`src/source/loader_pkg.sv`:
```
//================================================
// Media loader shared definitions
// Memory widths, download image indices, tape base
//================================================
package loader_pkg;

	//================================================
	// Memory geometry
	//================================================

	localparam int ADDR_W = 25;
	localparam int DATA_W = 8;

	typedef logic [ADDR_W-1:0] addr_t;
	typedef logic [DATA_W-1:0] byte_t;

	//================================================
	// Download images
	//================================================

	// Program image, recognised on the low six index bits
	localparam byte_t IDX_PRG = 8'd4;

	// Tape image
	localparam byte_t IDX_TAP = 8'd6;

	// Load address bytes at the start of a program image
	localparam int PRG_HDR_LEN = 2;

	// Tape images live above the 2 MB mark
	localparam addr_t TAP_BASE = 25'h200000;

endpackage
```
`src/source/mem_slot_if.sv`:
```
//================================================
// Memory window client port
// Request side from a client, ack and read data back
//================================================
`timescale 1ns/1ps

interface mem_slot_if import loader_pkg::*; ();

	// Client request, held until ack
	logic  req;
	logic  we;
	addr_t addr;
	byte_t wdata;

	// Arbiter response pulses
	logic  ack;
	logic  rvalid;
	byte_t rdata;

	modport client (
		output req, we, addr, wdata,
		input  ack, rvalid, rdata
	);

	modport arbiter (
		input  req, we, addr, wdata,
		output ack, rvalid, rdata
	);

endinterface

```
`src/source/c64_media_loader.sv`:
```
//================================================
// Media loading path top level
// Download loader and tape reader share the memory window
//================================================
`timescale 1ns/1ps

module c64_media_loader
	import loader_pkg::*;
(
	input  logic  clk_sys,
	input  logic  reset_n,

	// Host download
	input  logic  dl_active_i,
	input  byte_t dl_index_i,
	input  logic  dl_wr_i,
	input  addr_t dl_addr_i,
	input  byte_t dl_data_i,
	output logic  dl_wait_o,

	// Tape playback
	input  logic  tap_play_btn_i,
	input  logic  tap_unload_i,
	input  logic  tap_full_i,
	output logic  tap_byte_valid_o,
	output byte_t tap_byte_o,
	output logic  tap_playing_o,

	// Memory window
	input  logic  mem_slot_i,
	output logic  mem_ce_o,
	output logic  mem_we_o,
	output addr_t mem_addr_o,
	output byte_t mem_wdata_o,
	input  byte_t mem_rdata_i
);

	mem_slot_if ld_slot ();
	mem_slot_if tp_slot ();

	download_loader i_download_loader (
		.clk_sys     (clk_sys),
		.reset_n     (reset_n),
		.dl_active_i (dl_active_i),
		.dl_index_i  (dl_index_i),
		.dl_wr_i     (dl_wr_i),
		.dl_addr_i   (dl_addr_i),
		.dl_data_i   (dl_data_i),
		.dl_wait_o   (dl_wait_o),
		.slot        (ld_slot.client)
	);

	tape_reader i_tape_reader (
		.clk_sys          (clk_sys),
		.reset_n          (reset_n),
		.dl_active_i      (dl_active_i),
		.dl_index_i       (dl_index_i),
		.dl_wr_i          (dl_wr_i),
		.dl_addr_i        (dl_addr_i),
		.tap_play_btn_i   (tap_play_btn_i),
		.tap_unload_i     (tap_unload_i),
		.tap_full_i       (tap_full_i),
		.tap_byte_valid_o (tap_byte_valid_o),
		.tap_byte_o       (tap_byte_o),
		.tap_playing_o    (tap_playing_o),
		.slot             (tp_slot.client)
	);

	// Loader write wins over a tape read in the same window
	mem_slot_arbiter i_mem_slot_arbiter (
		.clk_sys     (clk_sys),
		.reset_n     (reset_n),
		.ld          (ld_slot.arbiter),
		.tp          (tp_slot.arbiter),
		.mem_slot_i  (mem_slot_i),
		.mem_ce_o    (mem_ce_o),
		.mem_we_o    (mem_we_o),
		.mem_addr_o  (mem_addr_o),
		.mem_wdata_o (mem_wdata_o),
		.mem_rdata_i (mem_rdata_i)
	);

endmodule

```
`src/source/mem_slot_arbiter.sv`:
```
//================================================
// Memory slot arbiter
// One memory cycle per free window, loader first
//================================================
`timescale 1ns/1ps

module mem_slot_arbiter
	import loader_pkg::*;
(
	input  logic        clk_sys,
	input  logic        reset_n,
	mem_slot_if.arbiter ld,
	mem_slot_if.arbiter tp,
	input  logic        mem_slot_i,
	output logic        mem_ce_o,
	output logic        mem_we_o,
	output addr_t       mem_addr_o,
	output byte_t       mem_wdata_o,
	input  byte_t       mem_rdata_i
);

	logic  slot_d;
	logic  slot_fall;
	logic  slot_end;
	logic  grant_ld;
	logic  grant_tp;
	logic  own_tp;
	logic  rvalid_q;
	byte_t rdata_q;

	//================================================
	// Window events and grant
	//================================================

	assign slot_fall = slot_d && !mem_slot_i;
	// Second high sample closes the cycle
	assign slot_end  = slot_d && mem_slot_i;

	assign grant_ld = slot_fall && ld.req;
	assign grant_tp = slot_fall && !ld.req && tp.req;

	assign ld.ack = grant_ld;
	assign tp.ack = grant_tp;

	always_ff @(posedge clk_sys) begin
		if (!reset_n) begin
			slot_d   <= 1'b0;
			mem_ce_o <= 1'b0;
			mem_we_o <= 1'b0;
			own_tp   <= 1'b0;
			rvalid_q <= 1'b0;
		end else begin
			slot_d   <= mem_slot_i;
			rvalid_q <= 1'b0;
			if (grant_ld || grant_tp) begin
				mem_ce_o <= 1'b1;
				mem_we_o <= grant_ld ? ld.we : tp.we;
				own_tp   <= grant_tp;
			end else if (slot_end && mem_ce_o) begin
				mem_ce_o <= 1'b0;
				mem_we_o <= 1'b0;
				rvalid_q <= !mem_we_o;
			end
		end
	end

	// Cycle address, write data and read capture
	always_ff @(posedge clk_sys) begin
		if (grant_ld) begin
			mem_addr_o  <= ld.addr;
			mem_wdata_o <= ld.wdata;
		end else if (grant_tp) begin
			mem_addr_o  <= tp.addr;
			mem_wdata_o <= tp.wdata;
		end
		if (slot_end && mem_ce_o && !mem_we_o)
			rdata_q <= mem_rdata_i;
	end

	assign ld.rvalid = rvalid_q && !own_tp;
	assign tp.rvalid = rvalid_q && own_tp;
	assign ld.rdata  = rdata_q;
	assign tp.rdata  = rdata_q;

endmodule

```
`src/source/tape_reader.sv`:
```
//================================================
// Tape reader
// Plays a stored tape image back one byte per window
//================================================
`timescale 1ns/1ps

module tape_reader
	import loader_pkg::*;
(
	input  logic       clk_sys,
	input  logic       reset_n,
	input  logic       dl_active_i,
	input  byte_t      dl_index_i,
	input  logic       dl_wr_i,
	input  addr_t      dl_addr_i,
	input  logic       tap_play_btn_i,
	input  logic       tap_unload_i,
	input  logic       tap_full_i,
	output logic       tap_byte_valid_o,
	output byte_t      tap_byte_o,
	output logic       tap_playing_o,
	mem_slot_if.client slot
);

	logic  tape_dl;
	logic  tap_reset;
	logic  btn_d;
	logic  play;
	logic  req_q;
	logic  busy;
	logic  drop_q;
	logic  rd_start;
	addr_t play_ptr;
	addr_t tap_end;
	addr_t rd_addr;

	assign tape_dl   = dl_active_i && (dl_index_i == IDX_TAP);
	assign tap_reset = tape_dl || tap_unload_i;

	// One read in flight at a time, none while the buffer is full
	assign rd_start = !tap_reset && play && (play_ptr < tap_end) && !tap_full_i
		&& !req_q && !busy;

	always_ff @(posedge clk_sys) begin
		if (!reset_n) begin
			btn_d            <= 1'b0;
			play             <= 1'b0;
			req_q            <= 1'b0;
			busy             <= 1'b0;
			drop_q           <= 1'b0;
			play_ptr         <= '0;
			tap_end          <= '0;
			tap_byte_valid_o <= 1'b0;
		end else begin
			btn_d            <= tap_play_btn_i;
			tap_byte_valid_o <= 1'b0;

			if (slot.ack) begin
				req_q <= 1'b0;
				busy  <= 1'b1;
			end

			if (slot.rvalid) begin
				busy   <= 1'b0;
				drop_q <= 1'b0;
				if (!drop_q && !tap_reset) begin
					play_ptr         <= play_ptr + addr_t'(1);
					tap_byte_valid_o <= 1'b1;
				end
			end

			if (tap_reset) begin
				play_ptr <= '0;
				play     <= tape_dl;
				// Extent runs one byte past the last offset
				if (tape_dl && dl_wr_i)
					tap_end <= dl_addr_i + addr_t'(2);
				else if (!tape_dl)
					tap_end <= '0;
				// Read already on its way belongs to the old tape
				if (req_q || (busy && !slot.rvalid))
					drop_q <= 1'b1;
			end else begin
				if (!btn_d && tap_play_btn_i)
					play <= ~play;
				if (rd_start)
					req_q <= 1'b1;
			end
		end
	end

	always_ff @(posedge clk_sys) begin
		if (rd_start)
			rd_addr <= TAP_BASE + play_ptr;
		if (slot.rvalid)
			tap_byte_o <= slot.rdata;
	end

	assign slot.req   = req_q;
	assign slot.we    = 1'b0;
	assign slot.addr  = rd_addr;
	assign slot.wdata = '0;

	assign tap_playing_o = play;

endmodule

```
`src/source/download_loader.sv`:
```
//================================================
// Download loader
// Turns program and tape downloads into memory writes
//================================================
`timescale 1ns/1ps

module download_loader
	import loader_pkg::*;
(
	input  logic       clk_sys,
	input  logic       reset_n,

	// Host download stream
	input  logic       dl_active_i,
	input  byte_t      dl_index_i,
	input  logic       dl_wr_i,
	input  addr_t      dl_addr_i,
	input  byte_t      dl_data_i,
	output logic       dl_wait_o,

	mem_slot_if.client slot
);

	logic  is_prg;
	logic  is_tap;
	logic  byte_stb;
	logic  hdr_lo;
	logic  hdr_hi;
	logic  data_stb;
	logic  pending;
	addr_t load_addr;
	byte_t wr_data;

	//================================================
	// Stream decode
	//================================================

	// Top two index bits select other program variants
	assign is_prg = (dl_index_i[5:0] == IDX_PRG[5:0]) && (dl_index_i[7:6] == 2'b00);
	assign is_tap = (dl_index_i == IDX_TAP);

	assign byte_stb = dl_active_i && dl_wr_i && (is_prg || is_tap);

	// Load address bytes of a program image
	assign hdr_lo = is_prg && (dl_addr_i == '0);
	assign hdr_hi = is_prg && (dl_addr_i == addr_t'(PRG_HDR_LEN - 1));

	// Everything past the header is payload
	assign data_stb = byte_stb && (is_tap || (dl_addr_i >= addr_t'(PRG_HDR_LEN)));

	//================================================
	// Load address and pending write
	//================================================

	always_ff @(posedge clk_sys) begin
		if (!reset_n) begin
			pending   <= 1'b0;
			load_addr <= '0;
		end else begin
			if (slot.ack) begin
				pending   <= 1'b0;
				load_addr <= load_addr + addr_t'(1);
			end

			if (byte_stb && hdr_lo)
				load_addr <= addr_t'(dl_data_i);
			if (byte_stb && hdr_hi)
				load_addr[15:8] <= dl_data_i;

			// Tape starts over at the fixed base
			if (byte_stb && is_tap && (dl_addr_i == '0))
				load_addr <= TAP_BASE;

			if (data_stb)
				pending <= 1'b1;
		end
	end

	// Write data for the next slot
	always_ff @(posedge clk_sys) begin
		if (data_stb)
			wr_data <= dl_data_i;
	end

	assign slot.req   = pending;
	assign slot.we    = 1'b1;
	assign slot.addr  = load_addr;
	assign slot.wdata = wr_data;

	// Host holds off while a write is waiting for its slot
	assign dl_wait_o = pending;

endmodule

```
`config.mk`:
```
export PLATFORM = sky130hd
export DESIGN_NAME = c64_media_loader
export DESIGN_NICKNAME = d
export VERILOG_FILES = /design/src/source/loader_pkg.sv /design/src/source/mem_slot_if.sv /design/src/source/c64_media_loader.sv /design/src/source/mem_slot_arbiter.sv /design/src/source/tape_reader.sv /design/src/source/download_loader.sv
export SDC_FILE = /design/constraint.sdc
export NUM_CORES = 1
export LEC_CHECK = 0
export ABC_AREA = 1
export BUFFER_PORTS_ARGS = -buffer_cell sky130_fd_sc_hd__buf_2
export CORE_MARGIN = 4
export CORE_UTILIZATION = 60
export DETAILED_ROUTE_END_ITERATION = 8
export PLACE_DENSITY = 0.81
export SLEW_MARGIN = 15
export SYNTH_ARGS = -nofsm -noshare
export SYNTH_HDL_FRONTEND = slang
export SYNTH_HIERARCHICAL = 1
export SYNTH_SLANG_ARGS = --single-unit
export TNS_END_PERCENT = 1
```
`constraint.sdc`:
```
create_clock -name clk_sys -period 4.9 [get_ports clk_sys]
set_clock_uncertainty 0.05 [all_clocks]
set_input_delay 0.245 -clock clk_sys [delete_from_list [all_inputs] [get_ports clk_sys]]
set_output_delay 0.245 -clock clk_sys [all_outputs]
set_load 0.05 [all_outputs]
```
==> results of run 1 <==
cell type report:
type / instances / share of cell area
Clock buffer: 19 / 0.0407
Clock inverter: 13 / 0.0122
Inverter: 133 / 0.0474
Multi-Input combinational cell: 897 / 0.417
Sequential cell: 169 / 0.395
Tap cell: 211 / 0.0248
Timing Repair Buffer: 119 / 0.0632
how the worst max path moves through the flow:
stage	end	slack [ns]
finish	i_download_loader/slot.addr[20]$_SDFFE_PP0P_	2.12
floorplan	i_mem_slot_arbiter/mem_addr_o[0]$_DFFE_PP_	2.52
detailed placement	i_download_loader/slot.addr[20]$_SDFFE_PP0P_	2.21
CTS	i_download_loader/slot.addr[20]$_SDFFE_PP0P_	2.18
global placement	i_download_loader/slot.addr[20]$_SDFFE_PP0P_	2.28
global route	i_download_loader/slot.addr[24]$_SDFFE_PP0P_	1.91
repair_timing:
action | CTS | global route
hold buffers | 14 | 0
endpoints found under the hold margin | 14 | 0
gates resized for setup | 0 | 0
flip-flops by register name, summed over array words and instances, names as in the netlist:
register	flops
i_tape_reader/play_ptr	25
i_mem_slot_arbiter/mem_ce_o	1
i_tape_reader/btn_d	1
i_mem_slot_arbiter/ld.rdata	8
i_tape_reader/tap_byte_valid_o	1
i_tape_reader/tap_byte_o	8
i_tape_reader/slot.req	1
i_download_loader/slot.addr	25
i_mem_slot_arbiter/own_tp	1
i_mem_slot_arbiter/mem_addr_o	25
i_mem_slot_arbiter/mem_wdata_o	8
i_tape_reader/drop_q	1
i_tape_reader/tap_playing_o	1
i_tape_reader/tap_end	25
i_download_loader/dl_wait_o	1
i_download_loader/slot.wdata	8
i_mem_slot_arbiter/slot_d	1
i_tape_reader/busy	1
i_mem_slot_arbiter/mem_we_o	1
i_tape_reader/slot.addr	25
i_mem_slot_arbiter/rvalid_q	1
worst max-delay path: stages:
cell,delay (ns)
sky130_fd_sc_hd__dlygate4sd3_1,0.53
sky130_fd_sc_hd__buf_2,0.14
sky130_fd_sc_hd__inv_2,0.08
sky130_fd_sc_hd__nand3_4,0.35
sky130_fd_sc_hd__inv_4,0.53
sky130_fd_sc_hd__inv_1,0.49
sky130_fd_sc_hd__nor2_1,0.26
sky130_fd_sc_hd__nand2_1,0.09
sky130_fd_sc_hd__or2_0,0.21
sky130_fd_sc_hd__a21oi_1,0.12
layout by cell type (no fill, tap or decap), drive strengths merged:
| cell type | n |
|---|---|
| a211oi | 1 |
| a21o | 4 |
| a21oi | 82 |
| a31oi | 1 |
| buf | 105 |
| bufinv | 1 |
| clkbuf | 19 |
| clkinv | 6 |
| conb | 10 |
| dfxtp | 87 |
| dlygate4sd3 | 14 |
| edfxtp | 82 |
| ha | 28 |
| inv | 139 |
| nand2 | 410 |
| nand3 | 88 |
| nand3b | 12 |
| nand4 | 22 |
| nor2 | 161 |
| nor3 | 19 |
| nor3b | 1 |
| nor4 | 1 |
| o211ai | 2 |
| o21a | 1 |
| o21ai | 18 |
| o21bai | 2 |
| or2 | 12 |
| xnor2 | 3 |
| xor2 | 19 |
routing by layer:
layer	up-vias	share of wire	global-route usage
met1	3894	0.40	0.329
met5	-	0	0
met3	82	0.078	0.0366
li1	4158	-	-
met4	0	0.038	0.121
met2	391	0.49	0.450
power groups by stage:
stage                     Sequential [W]  Clock, W  Combinational (W)
final                            0.00147   0.00128           0.000130
after global routing             0.00147   0.00136           0.000143
after CTS                        0.00147   0.00129           0.000127
after detailed placement         0.00150         0           0.000118
after global placement           0.00150         0           0.000117
after floorplan                  0.00151         0          0.0000672
through the flow:
stage          std cells   util
2_1_floorplan       1242      -
3_3_place_gp        1515  0.649
3_5_place_dp        1515  0.649
4_1_cts             1561  0.695
5_1_grt             1561  0.695
6_report            1561  0.695
==> out/metrics.sh, run 1 <==
CTS_SETUP_BUFFERS=0
SEQ_POWER_SHARE=0.511
HP-CLASS='input pin to register'
P_SW_W=0.000652
REGTOREGSTARTPOINT='i_download_loader/dl_wait_o$_SDFFE_PN0P_'
MIN_PERIOD_NS=2.78
INSERTEDDIODECOUNT=0
AREA_OF_THE_MULTI_INPUT_GATES_MM2=0.00444
REPORT.FINAL.SETUP_VIOL=0
INTERNAL-POWER_W=0.00223
WIRE_PER_INST_UM=14.9
INITIAL_CORE_UTIL=0.615
RESULT_OF_THE_RUN='finished clean'
WHS_ENDPOINT='i_download_loader/slot.wdata[3]$_DFFE_PP_'
HPWLAFTERDP_UM=17000
NUMBER_OF_BUFFERS_INSERTED_BY_PORT_BUFFERING=102
GRT_PASS1_WL_UM=37600
PLACEDINSTANCEAREA_MM2=0.00994
DRT_ITER0_DRC=947
TOTAL_STANDARD_CELL_AREA_AFTER_SYNTHESIS_MM2=0.00942
ROOT_BUFFER='sky130_fd_sc_hd__clkbuf_16'
SETUP.WORST_PATH.START_CLASS='input pin'
HOLD_VIOL=0
FLOORPLAN.CORE_AREA_MM2=0.0153
AVERAGE_CELL_AREA_AFTER_SYNTHESIS_UM2=7.63
LENGTH_OF_THE_FIRST_DETAILED_ROUTING_PASS_IN_ITERATIONS=6
ARRIVAL_TIME_OF_THE_WORST_SETUP_PATH_NS=3.09
PIN_COUNT_OF_THE_BIGGEST_NET_ENTERING_GLOBAL_ROUTING=48
FINALCRITPERIODSHARE=0.567
MAX_SLEW_MARGIN=0.257
GRT_UTIL_ALL_LAYERS=0.262
FLOORPLAN.DIE.WIDTH_UM=133
MAX_FREQ_MHz=360
FINAL-SEQ-AREA_MM2=0.00420
AREA_GROWTH_SYN_TO_LAYOUT_PCT=13.0
COMBINATIONALPOWERSHARE=0.045
WORSTSETUPENDPOINTTYPE='register'
SYNTHESIS.INSTANCES=1234
BOUNDARY_PINS=103
DRIVE_GT1_FRAC=0.156
RR_WORST_DEPTH=7
LAYOUT_SETUP_WS_NS=2.12
FIN_TOTAL_PWR_W=0.00288
LEAKAGE_nW=4.31
R2R_SETUP_SLACK_NS=2.16
DIE_OUTLINE_AREA_MM2=0.0178
CTS_MADE_BUFFERS=17
P_PER_AREA_mW_PER_MM2=271
WORST_PIN_SLEW_NS=1.11
FLOORPLAN.DIE.HEIGHT_UM=133
MAX-VDD-IR-DROP_mV=0.231
STARTPOINT='mem_slot_i'
CLKLATENCYLATEPIN_NS=0.43
TIMING.CRITICAL_PATH.REQUIRED_NS=5.21
DETAIL_ROUTE.DRC_VIOLATIONS=0
VIAS_PER_CELL=5.46
FIN_WORST_HOLD_SLACK_NS=0.0112
POWER.CLOCK.FRACTION=0.444
ANTENNA_FOUND_INITIAL=0
GRT_PASS1_VIAS=7874
TRITONCTS='done'
FIN_TNS_SETUP_NS=0
CLOCK_TREE.HTREE_LEVEL_COUNT=4
RSZ_0062_RAISED_AFTER_GLOBAL_ROUTING='false'
CLOCK-SINKS=169
NFILLCELLS=1283
CLK_PIN_SLEW_NS=0.07
YOSYS_WARNINGS=6
PATH_CLASS='input pin to register'
DP_WORST_SETUP_SLACK_NS=2.21
POSTLAYOUTCELLAREA_MM2=0.0106
ROWS=45
ROUTABILITYCONGESTION=0.969
WORST_R2R_ENDPOINT='i_download_loader/slot.addr[20]$_SDFFE_PP0P_'
MAXCAPVIOLATIONS=0
DESIGN.FINAL.NETS=1422
SWSHARE=0.226
GLOBALROUTE.TOTALOVERFLOW=0
VIAS=8525
MIN_FROM='dl_data_i[3]'
TIMING.CRITICAL_PATH.FANOUT_MAX=47
ANT_NETS=0
DRV_SLEW=0
ROUTED_WIRELENGTH_UM=23300
CLOCK_PATH_BUFFERS=2
MIN_DELAY_PATH_DEPTH=1
(Power assumes the default switching activity.)
==> run 2: changes to the inputs <==
--- a/config.mk
+++ b/config.mk
@@ -8,9 +8,9 @@
 export ABC_AREA = 1
 export BUFFER_PORTS_ARGS = -buffer_cell sky130_fd_sc_hd__buf_2
 export CORE_MARGIN = 4
-export CORE_UTILIZATION = 60
+export CORE_UTILIZATION = 54
 export DETAILED_ROUTE_END_ITERATION = 8
-export PLACE_DENSITY = 0.81
+export PLACE_DENSITY = 0.77
 export SLEW_MARGIN = 15
 export SYNTH_ARGS = -nofsm -noshare
 export SYNTH_HDL_FRONTEND = slang
==> constraint.sdc (replaced) <==
create_clock -name clk_sys -period 2.5 [get_ports clk_sys]
set_clock_uncertainty 0.05 [all_clocks]
set_input_delay 0.125 -clock clk_sys [delete_from_list [all_inputs] [get_ports clk_sys]]
set_output_delay 0.125 -clock clk_sys [all_outputs]
set_load 0.05 [all_outputs]
==> out/metrics.sh, run 2 (synthesized netlist as in run 1, its figures left out) <==
TIMING.CRITICAL_PATH.REQUIRED_NS=2.81  # -2.40 ns
AREA_OF_THE_MULTI_INPUT_GATES_MM2=0.00444  # unchanged
P_PER_AREA_mW_PER_MM2=528  # +95%
DESIGN.FINAL.NETS=1441  # +1.3%
CTS_SETUP_BUFFERS=0  # unchanged
MAX_FREQ_MHz=483
VIAS_PER_CELL=5.25  # -3.9%
CRITPATHMAXSTAGEDELAY_NS=0.46  # -0.07 ns
DRT_ITER0_DRC=556  # -41%
MET3_CAPACITY_USAGE_DURING_GLOBAL_ROUTING=0.0338  # -0.00283
MAXCAPVIOLATIONS=0  # unchanged
LAYOUT.CELLS.MOST_COMMON='sky130_fd_sc_hd__nand2_1'
GR-USAGE-MET2=0.422  # -0.0284
LAYOUT_SETUP_WS_NS=0.428  # -1.69 ns
R2R_SETUP_SLACK_NS=0.43  # -1.73 ns
SETUP.WORST_PATH.START_CLASS='register'
CTS_MADE_BUFFERS=17  # unchanged
BOUNDARY_PINS=103  # unchanged
WHS_ENDPOINT='i_download_loader/slot.addr[21]$_SDFFE_PN0P_'
FIN_TNS_SETUP_NS=0  # unchanged
NFILLCELLS=1536  # +20%
AREA_GROWTH_SYN_TO_LAYOUT_PCT=15.2
INTERNAL-POWER_W=0.00446  # +100%
CELL_CHAIN_CRITICAL_PATH='nand3_4, inv_4, inv_1, nor2_1, nand2_1, or2_0, a21oi_1'
ROUTED_WIRELENGTH_UM=23100  # -0.67%
CLOCK-SINKS=169  # unchanged
TRITONCTS='done'
CRITICAL-PATH-SLOWEST-CELL='sky130_fd_sc_hd__dfxtp_1'
SEQ_POWER_SHARE=0.504  # -0.007
DRIVE_GT1_FRAC=0.162  # +0.00587
MAX-VDD-IR-DROP_mV=0.507  # +120%
MIN_PERIOD_NS=2.07
LENGTH_OF_THE_FIRST_DETAILED_ROUTING_PASS_IN_ITERATIONS=5  # -1
COMBINATIONALPOWERSHARE=0.046  # about the same
MIN_FROM='reset_n'
DRV_SLEW=0  # unchanged
INSERTEDDIODECOUNT=0  # unchanged
WORSTSETUPENDPOINTTYPE='register'
GRT_USE_MET1=0.283  # -0.0459
ANTENNA_FOUND_INITIAL=0  # unchanged
GRT_UTIL_ALL_LAYERS=0.239  # -0.0233
DETAIL_ROUTE.DRC_VIOLATIONS=0  # unchanged
GRT_MOST_USED_LAYER='met2'
CLOCK_PATH_BUFFERS=2  # unchanged
VIAS=8370  # -1.8%
DIE_OUTLINE_AREA_MM2=0.0196  # +10%
RESULT_OF_THE_RUN='finished clean'
FINAL-SEQ-AREA_MM2=0.00420  # unchanged
HP-CLASS='input pin to register'
FLOORPLAN.DIE.WIDTH_UM=140  # +5.1%
MIN_DELAY_PATH_DEPTH=3  # +2
REPORT.FINAL.SETUP_VIOL=0  # unchanged
SWSHARE=0.222  # -0.00454
RR_WORST_DEPTH=7  # unchanged
MAX_SLEW_MARGIN=0.502  # +0.245
GLOBALROUTE.TOTALOVERFLOW=0  # unchanged
FLOORPLAN.CORE_AREA_MM2=0.0172  # +12%
FLOORPLAN.DIE.HEIGHT_UM=140  # +5.1%
ANT_NETS=0  # unchanged
ROWS=48  # +6.7%
GRT_PASS1_WL_UM=37700  # +0.31%
RSZ_0062_RAISED_AFTER_GLOBAL_ROUTING='false'
MOST-COMMON-LAYOUT-CELLS='sky130_fd_sc_hd__nand2_1 (392), sky130_fd_sc_hd__nor2_1 (147), sky130_fd_sc_hd__inv_1 (124), sky130_fd_sc_hd__buf_2 (102), sky130_fd_sc_hd__dfxtp_1 (87)'
FINALCRITPERIODSHARE=0.829
DP_WORST_SETUP_SLACK_NS=0.474  # -1.74 ns
PATH_CLASS='register to register'
LEAKAGE_nW=4.40  # +2.1%
TIMING.CRITICAL_PATH.FANOUT_MAX=25  # -47%
HOLD_VIOL=0  # unchanged
WORST_R2R_ENDPOINT='i_download_loader/slot.addr[20]$_SDFFE_PP0P_'
CLKLATENCYLATEPIN_NS=0.43  # about the same
CLOCK_TREE.HTREE_LEVEL_COUNT=4  # unchanged
NUMBER_OF_BUFFERS_INSERTED_BY_PORT_BUFFERING=102  # unchanged
GRT_PASS1_VIAS=7975  # +1.3%
REGTOREGSTARTPOINT='i_mem_slot_arbiter/slot_d$_SDFF_PN0_'
POWER.CLOCK.FRACTION=0.450  # +0.006
WORST_PIN_SLEW_NS=0.747  # -0.365 ns
CLK_PIN_SLEW_NS=0.06  # about the same
ROOT_BUFFER='sky130_fd_sc_hd__clkbuf_16'
INITIAL_CORE_UTIL=0.548  # -0.0666
ROUTABILITYCONGESTION=0.956  # -1.4%
HPWLAFTERDP_UM=17100  # +0.48%
P_SW_W=0.00127  # +95%
PIN_COUNT_OF_THE_BIGGEST_NET_ENTERING_GLOBAL_ROUTING=36  # -25%
ARRIVAL_TIME_OF_THE_WORST_SETUP_PATH_NS=2.38  # -0.71 ns
WIRE_PER_INST_UM=14.5  # -2.7%
run 2: changes by cell type in the layout (fill, tap and decap cells not counted):
cell,before,now
sky130_fd_sc_hd__buf_12,0,1
sky130_fd_sc_hd__bufinv_16,1,2
sky130_fd_sc_hd__dlygate4sd3_1,14,21
sky130_fd_sc_hd__clkinv_1,0,2
sky130_fd_sc_hd__inv_8,1,0
sky130_fd_sc_hd__inv_6,7,5
sky130_fd_sc_hd__clkinv_2,4,3
sky130_fd_sc_hd__clkbuf_1,2,1
sky130_fd_sc_hd__clkinvlp_4,0,3
sky130_fd_sc_hd__clkinv_4,2,1
sky130_fd_sc_hd__buf_4,3,14
run 2: critical path, delay by kind of cell (launching register included):
family	cells	cell delay, ns
simple gates	4	0.69
buf+inv	2	0.66
compound gates	1	0.14
flops	1	0.46
run 2: worst max-delay path by stage:
stage                                                   startpoint                                            to  slack, ns  cells past startpoint
final                         i_mem_slot_arbiter/slot_d$_SDFF_PN0_  i_download_loader/slot.addr[20]$_SDFFE_PP0P_       0.43                      7
after global routing          i_mem_slot_arbiter/slot_d$_SDFF_PN0_  i_download_loader/slot.addr[20]$_SDFFE_PP0P_       0.29                      7
after CTS                     i_mem_slot_arbiter/slot_d$_SDFF_PN0_  i_download_loader/slot.addr[20]$_SDFFE_PP0P_       0.46                      7
after detailed placement      i_mem_slot_arbiter/slot_d$_SDFF_PN0_  i_download_loader/slot.addr[24]$_SDFFE_PP0P_       0.47                      7
after global placement      i_tape_reader/play_ptr[3]$_SDFFE_PP0P_         i_tape_reader/slot.addr[10]$_DFFE_PP_       0.54                     13
after floorplan           i_download_loader/dl_wait_o$_SDFFE_PN0P_    i_mem_slot_arbiter/mem_addr_o[0]$_DFFE_PP_       0.12                      3
run 2: layer usage:
metal  up-vias  share of wire
met5         -              0
met4         0          0.044
met3        70          0.049
met2       278           0.49
met1      3810           0.41
li1       4212              -
run 2: metrics by stage:
stage	instances	total power [W]	hold slack, ns	util	area (µm²)
floorplan	1242	0.00308	0.168	-	9450
global placement	1541	0.00318	0.253	0.586	10100
detailed placement	1541	0.00318	0.253	0.586	10100
CTS	1594	0.00576	0.0134	0.632	10800
global route	1594	0.00592	0.0253	0.632	10800
finish	1594	0.00573	0.0232	0.632	10800
run 2: layout make-up:
cell class                      count  share of cell area
Tap cell                          225              0.0260
Inverter                          133              0.0465
Clock inverter                     14              0.0136
Timing Repair Buffer              138              0.0780
Clock buffer                       18              0.0396
Multi-Input combinational cell    897               0.409
Sequential cell                   169               0.388
run 2: what timing repair did:
item / CTS / global route
hold buffers: 21 / 0
resized for setup: 0 / 0
hold endpoints to repair: 28 / 0
run 2: power groups by stage:
stage               logic, W  registers, W  clock network (W)
finish              0.000263       0.00289            0.00258
global route        0.000291       0.00289            0.00274
CTS                 0.000260       0.00289            0.00261
detailed placement  0.000233       0.00295                  0
global placement    0.000230       0.00295                  0
floorplan           0.000132       0.00295                  0
